$ cat src/source/cpu_types_pkg.sv
/*
  Shared types and widths for the execute datapath.
  Compile this package before any interface or module that uses it.
  Opcode values match the numeric codes used in the stimulus data.
*/

package cpu_types_pkg;

	// width of a data word in bits
	localparam int word_w = 32;

	// number of bits needed to select one of the 32 registers
	localparam int reg_w = 5;

	// shifts only honour this many low bits of the shift amount
	localparam int shamt_w = 5;

	// a full data word as held in a register or produced by the alu
	typedef logic [word_w-1:0] word_t;

	// a register number, zero is the hardwired zero register
	typedef logic [reg_w-1:0] regbits_t;

	// alu operation select
	// the encoding is fixed because the stimulus file stores these values directly
	typedef enum logic [3:0] {
		// logical shifts of operand b by operand a
		alu_sll  = 4'd0,
		alu_srl  = 4'd1,
		// signed arithmetic
		alu_add  = 4'd2,
		alu_sub  = 4'd3,
		// bitwise logic
		alu_and  = 4'd4,
		alu_or   = 4'd5,
		alu_xor  = 4'd6,
		alu_nor  = 4'd7,
		// set-less-than, signed then unsigned compare of a against b
		alu_slt  = 4'd8,
		alu_sltu = 4'd9
	} aluop_t;

endpackage

$ cat src/source/alu_if.sv
/*
  Bundle between the datapath and the ALU.
  The datapath drives the operands and opcode through modport dp,
  the ALU returns the result and its flags through modport alu.
*/

`timescale 1ns/10ps

interface alu_if;
	import cpu_types_pkg::*;

	// operands, a also supplies the shift amount
	word_t port_a;
	word_t port_b;

	// operation select
	aluop_t alu_op;

	// combinational outputs of the alu
	word_t result;
	logic negative;
	logic zero;
	logic overflow;

	// the alu itself only consumes operands and produces result and flags
	modport alu (
		input port_a, port_b, alu_op,
		output result, negative, zero, overflow
	);

	// the datapath side sets up the operation and observes the outcome
	modport dp (
		output port_a, port_b, alu_op,
		input result, negative, zero, overflow
	);

endinterface

$ cat src/source/register_file_if.sv
/*
  Bundle between the datapath and the register file.
  One write port and two read ports, no handshake, plain levels only.
  The register file drives the read data, the datapath drives the rest.
*/

`timescale 1ns/10ps

interface register_file_if;
	import cpu_types_pkg::*;

	// write port, acts on the rising clock edge while wen is high
	logic wen;
	regbits_t wsel;
	word_t wdat;

	// two independent read ports
	regbits_t rsel1;
	regbits_t rsel2;
	word_t rdat1;
	word_t rdat2;

	// register file view
	modport rf (
		input wen, wsel, wdat, rsel1, rsel2,
		output rdat1, rdat2
	);

	// datapath view, selects registers and supplies write data
	modport dp (
		output wen, wsel, wdat, rsel1, rsel2,
		input rdat1, rdat2
	);

endinterface

$ cat src/source/alu.sv
/*
  Combinational ALU with ten operations and three status flags.
  Result and flags follow the operands within the same cycle.
  Overflow applies one sign rule to both add and subtract.
*/

`timescale 1ns/10ps

module alu (
	alu_if.alu aluif
);
	import cpu_types_pkg::*;

	// negative is just the sign bit of whatever the alu produced
	assign aluif.negative = aluif.result[word_w-1];

	// zero is high when no result bit is set
	assign aluif.zero = (aluif.result == '0);

	// overflow only means something for add and subtract
	always_comb begin
		aluif.overflow = 1'b0;
		if ((aluif.alu_op == alu_add) || (aluif.alu_op == alu_sub)) begin
			// operands of equal sign whose result flips away from b's sign
			// note that for subtract this is not true signed overflow
			if (aluif.port_a[word_w-1] == aluif.port_b[word_w-1]) begin
				if (aluif.result[word_w-1] == ~aluif.port_b[word_w-1]) begin
					aluif.overflow = 1'b1;
				end
			end
		end
	end

	// main operation select
	always_comb begin
		// unused opcodes produce a zero result
		aluif.result = '0;
		case (aluif.alu_op)
			// shifts move b, the amount comes from the low bits of a
			alu_sll: begin
				aluif.result = aluif.port_b << aluif.port_a[shamt_w-1:0];
			end
			alu_srl: begin
				aluif.result = aluif.port_b >> aluif.port_a[shamt_w-1:0];
			end
			// add is b plus a, subtract is a minus b
			alu_add: begin
				aluif.result = word_t'($signed(aluif.port_b) + $signed(aluif.port_a));
			end
			alu_sub: begin
				aluif.result = word_t'($signed(aluif.port_a) - $signed(aluif.port_b));
			end
			alu_and: begin
				aluif.result = aluif.port_a & aluif.port_b;
			end
			alu_or: begin
				aluif.result = aluif.port_a | aluif.port_b;
			end
			alu_xor: begin
				aluif.result = aluif.port_a ^ aluif.port_b;
			end
			alu_nor: begin
				aluif.result = ~(aluif.port_a | aluif.port_b);
			end
			// set-less-than yields a single 1 or 0 in bit zero
			alu_slt: begin
				if ($signed(aluif.port_a) < $signed(aluif.port_b)) begin
					aluif.result = word_t'(1);
				end
			end
			alu_sltu: begin
				if (aluif.port_a < aluif.port_b) begin
					aluif.result = word_t'(1);
				end
			end
			default: begin
				aluif.result = '0;
			end
		endcase
	end

endmodule

$ cat src/source/register_file.sv
/*
  Register file of 32 words with one write and two read ports.
  Register zero is hardwired to zero, writes to it are dropped.
  Writes land on the rising clock edge and are readable the cycle after.
*/

`timescale 1ns/10ps

module register_file (
	input logic CLK,
	input logic arst_n,
	register_file_if.rf rfif
);
	import cpu_types_pkg::*;

	// storage, one word per register number
	word_t regs [2**reg_w];

	// asynchronous clear of every register, then plain synchronous writes
	always_ff @(posedge CLK, negedge arst_n) begin
		if (!arst_n) begin
			regs <= '{default: '0};
		end else if (rfif.wen && (rfif.wsel != '0)) begin
			regs[rfif.wsel] <= rfif.wdat;
		end
	end

	// read ports have no bypass from the write port
	// a value written this cycle only shows up after the edge
	// register zero reads zero because its slot is cleared and never written
	assign rfif.rdat1 = regs[rfif.rsel1];
	assign rfif.rdat2 = regs[rfif.rsel2];

	// the datapath must never write with an undefined target or value
	a_write_known: assert property (
		@(posedge CLK) disable iff (!arst_n)
		rfif.wen |-> !$isunknown({rfif.wsel, rfif.wdat})
	);

	// the zero slot must survive any sequence of writes
	a_reg_zero: assert property (
		@(posedge CLK) disable iff (!arst_n)
		regs[0] == '0
	);

endmodule

$ cat src/source/alu_datapath.sv
/*
  Execute datapath top level, register file feeding the ALU.
  Operand b comes from the second read port or from the immediate.
  The write port stores either the ALU result or an external word.
*/

`timescale 1ns/10ps

module alu_datapath (
	input logic CLK,
	input logic arst_n,
	// write port control
	input logic wen,
	input logic wsrc,
	input cpu_types_pkg::regbits_t wsel,
	input cpu_types_pkg::word_t ext_wdat,
	// read selects and operand b source
	input cpu_types_pkg::regbits_t rsel1,
	input cpu_types_pkg::regbits_t rsel2,
	input logic use_imm,
	input cpu_types_pkg::word_t imm,
	input cpu_types_pkg::aluop_t alu_op,
	// alu outputs, combinational from the inputs above
	output cpu_types_pkg::word_t result,
	output logic negative,
	output logic zero,
	output logic overflow
);
	import cpu_types_pkg::*;

	alu_if aluif ();
	register_file_if rfif ();

	register_file rf0 (
		.CLK(CLK),
		.arst_n(arst_n),
		.rfif(rfif.rf)
	);

	alu alu0 (
		.aluif(aluif.alu)
	);

	// read selects go straight to the register file
	assign rfif.rsel1 = rsel1;
	assign rfif.rsel2 = rsel2;

	// a always comes from the first read port
	assign aluif.port_a = rfif.rdat1;
	// b takes the immediate when requested
	assign aluif.port_b = use_imm ? imm : rfif.rdat2;
	assign aluif.alu_op = alu_op;

	// write-back, wsrc high loads the external word for preloading
	assign rfif.wen = wen;
	assign rfif.wsel = wsel;
	assign rfif.wdat = wsrc ? ext_wdat : aluif.result;

	assign result = aluif.result;
	assign negative = aluif.negative;
	assign zero = aluif.zero;
	assign overflow = aluif.overflow;

	// only add and subtract are allowed to raise overflow
	a_ovf_arith_only: assert property (
		@(posedge CLK) disable iff (!arst_n)
		overflow |-> ((alu_op == alu_add) || (alu_op == alu_sub))
	);

	// compare operations produce a single bit in a full word
	a_slt_bool: assert property (
		@(posedge CLK) disable iff (!arst_n)
		((alu_op == alu_slt) || (alu_op == alu_sltu)) |-> (result[word_w-1:1] == '0)
	);

endmodule

$ cat config.mk
export PLATFORM = sky130hd
export DESIGN_NAME = alu_datapath
export DESIGN_NICKNAME = d
export VERILOG_FILES = /design/src/source/cpu_types_pkg.sv /design/src/source/alu_if.sv /design/src/source/register_file_if.sv /design/src/source/alu.sv /design/src/source/register_file.sv /design/src/source/alu_datapath.sv
export SDC_FILE = /design/constraint.sdc
export NUM_CORES = 2
export LEC_CHECK = 0
export BUFFER_PORTS_ARGS = -buffer_cell sky130_fd_sc_hd__buf_2
export CAP_MARGIN = 10
export CORE_MARGIN = 1
export CORE_UTILIZATION = 40
export CTS_BUF_LIST = sky130_fd_sc_hd__clkbuf_8
export DETAILED_ROUTE_END_ITERATION = 7
export PLACE_DENSITY = 0.66
export SLEW_MARGIN = 40
export SYNTH_ARGS = -nofsm -noshare
export SYNTH_HDL_FRONTEND = slang
export SYNTH_HIERARCHICAL = 1
export SYNTH_SLANG_ARGS = --single-unit
$ cat constraint.sdc
create_clock -name CLK -period 21.1 [get_ports CLK]
set_clock_uncertainty 0.1 [all_clocks]
set_input_delay 4.22 -clock CLK [delete_from_list [all_inputs] [get_ports CLK]]
set_output_delay 4.22 -clock CLK [all_outputs]
set_load 0.02 [all_outputs]
==> qor.csv <==
metric,value,unit
max FFs per register,1024,
post-synth top area cell,dfrtp_1,
H-tree levels,4,
P&R area growth vs syn,7.73,%
detailed-route vias per instance,6.42,
largest net degree at the start of global routing,163,
Tmin final,16.43,ns
maximum VDD drop,0.0582,mV
Clock transition at path regs,0.06,ns
Post-synth EDFFs,0,
routed length per instance,30.3,um
Synth async-reset ratio,100,%
Final period util,77.9,%
RSZ-0062 raised after global routing,false,
Initial DRC Count,6355,
Reg2Reg Depth,19,
min-delay src,rf0/regs[1016]$_DFFE_PN0P_,
Yosys reg bits,1024,
"Clk Latency, worst-skew pair",0.94,ns
max-cap viol count,0,
CTS Buf Count,171,
Syn Std Cell Area,67000,um2
Slew @ Worst Pin,0.974,ns
post-DP HPWL,152,mm
Clock Root Buffer,clkbuf_8,
Post-Route Setup TNS,0,ns
crit path DAT,12.11,ns
Nets,6156,
CTS tree,built,
WL final,251,mm
Resized Gates After CTS,0,
register area,25600,um2
Synth Net Count,6345,
Via Count,53300,
die height,411,um
DRT antenna net count,0,
core box area,166000,um2
Residual DRC,0,
initial antenna violation count,14,
Die Wd,411,um
synth unique cells,89,
DP Area,68500,um2
"Seq/Total Area, Yosys",38.2,%
Ys Warns,6,
hold violation count in the final report,0,
Multi-input gate area,38000,um2
r2r startpoint,rf0/regs[929]$_DFFE_PN0P_,
f_max,0.0609,GHz
WS Path Type,input port to output port,
1st-pass router iterations,8,
# Post-CTS Setup Buffers,0,
Final Max Tran Viols,0,
WHS Endpoint,rf0/regs[1016]$_DFFE_PN0P_,
Final Wtd Congestion,1.02,
"Hold-fix buffers, CTS",0,
IO Port Bufs,122,
Slew Limit Headroom,35.0,%
remaining global-route overflow,0,
final instance area,72200,um2
Clock Path Buffers,3,
outcome,finished clean,
global-route wire length before repair,361,mm
share of layout cells above drive strength 1,26.9,%
R2R Setup Slk,14.35,ns
Initial Util,40.5,%
crit-path max FO,46,
Largest regs,rf0/regs: 1024 flops,
register with the most flip-flops,rf0/regs,
CP Capture Type,output port,
largest cells by area after synthesis,"dfrtp_1, mux2_2, mux2i_1",
# fillers,15600,
share of the synthesized area in the top cell type,38.2,%
hold depth,0,
Syn Area/Cell,10.9,um2
final setup vio count,0,
startpoint types,input port,
LEAKAGE,33.9,nW
number of global-route vias before repair,52000,
r2r endpoint,rf0/regs[95]$_DFFE_PN0P_,
Boundary Pins,123,
# rows,149,
die area,169000,um2
Hold Crit Class,flip-flop to flip-flop,
"Top FF cell, synth",dfrtp_1,
Synth Instances,6154,
CP required,16.78,ns
power per cell area,89.5,nW/um2
Total GRT Usage,28.8,%
CTS sink cnt,1024,
-- routing by layer --
metal / routed length [um] / up-vias / global-route usage, %
met5: 95 / - / 0
met4: 12600 / 16 / 13.7
met3: 23500 / 704 / 6.50
met2: 112000 / 2889 / 44.2
met1: 103000 / 27200 / 38.3
li1: - / 22400 / -
-- report_power, final --
part / switching, mW / internal [mW]
Sequential: 0.308 / 2.38
Clock: 0.859 / 0.970
Combinational: 1.12 / 0.834
Total: 2.28 / 4.18
-- worst max-delay path: stages --
cell      delay (ns)
buf_8           0.34
buf_16          0.36
buf_4           0.72
mux2i_1         0.29
a22o_1          0.16
nor3_1          0.06
a31oi_1         0.25
nand3_1         0.19
mux2_4          0.41
inv_1           0.22
ha_1            0.51
inv_1           0.13
a21oi_1         0.11
o31ai_1         0.62
a211oi_2        0.15
o21ai_0         0.68
a31oi_1         0.28
xnor2_1         0.21
o221ai_1        0.18
or4_1           0.44
or4_1           0.43
nor4b_2         0.70
buf_2           0.30
-- cells by family (layout without fill, tap and decap cells) --
kind of cell    Yosys count  in the layout  synth area share, %
buf+inv                 701            648                 5.40
mux                    2214           2214                 36.1
xor+xnor                 22             22                0.288
fa+ha+maj               103            103                 1.95
compound gates         1111           1111                 11.1
other cells               0              7                    0
flops                  1024           1024                 38.2
simple gates            979            979                 6.92
-- Yosys cell counts, types with 8 or more instances --
library cell	count
and2_1	11
a221o_1	8
mux2i_1	1097
nor2_1	157
nor2b_1	19
nand3b_1	10
o21bai_1	10
buf_2	155
o22ai_1	32
a211oi_1	37
mux2_2	982
o211ai_1	40
a21o_1	13
o31ai_1	18
mux4_2	27
nand4_1	10
mux2_4	61
a2111oi_0	11
a22oi_1	200
xnor2_1	17
o21ai_0	114
buf_1	31
or3_1	9
a21oi_1	312
a31oi_1	88
mux2_1	40
o21a_1	14
clkbuf_1	287
nor3_1	107
buf_6	52
nor2_4	16
dfrtp_1	1024
nand2_1	344
a22o_1	129
o221ai_1	12
buf_4	69
nand2b_1	23
ha_1	101
buf_12	8
inv_1	95
nand3_1	222
nor4_1	16
-- per-stage QoR --
stage | instances | hold slack [ns] | util, % | total power [mW] | worst slack (ns)
floorplan | 6154 | 0.349 | - | 4.00 | 6.72
global placement | 7971 | 0.285 | 41.2 | 4.53 | 4.43
detailed placement | 7976 | 0.288 | 41.4 | 4.60 | 4.74
CTS | 8285 | 0.300 | 43.5 | 6.43 | 4.72
global route | 8296 | 0.312 | 43.6 | 6.74 | 4.47
finish | 8297 | 0.301 | 43.6 | 6.46 | 4.67
-- how the worst max path moves through the flow --
stage / from / slack [ns] / end
detailed placement: rsel1[1] / 4.74 / zero
global route: rsel1[1] / 4.47 / zero
global placement: rsel1[1] / 4.43 / zero
CTS: rsel1[1] / 4.72 / zero
finish: rsel2[1] / 4.67 / zero
floorplan: rsel1[1] / 6.72 / zero
-- area by class of cell --
type                       instances  share of cell area (%)
antenna                            7                  0.0243
multi-input combinational       4429                    52.6
inverter                          98                   0.510
sequential                      1024                    35.5
tap                             2189                    3.79
clock buffer                     221                    4.21
timing repair buffer             241                    2.65
clock inverter                    88                   0.718
-- cells in the final DEF (no fill, tap or decap), types with 101 or more instances in the layout --
cell type and n:
nor2_1 153, nor3_1 105, a22o_1 129, a21oi_1 312, o21ai_0 111, dfrtp_1 1024
nand2_1 326, clkbuf_8 223, buf_2 118, a22oi_1 200, ha_1 101, mux2_2 982
mux2i_1 1097, nand3_1 217, inv_1 148
Note: power is estimated with default switching activity, not from simulation.
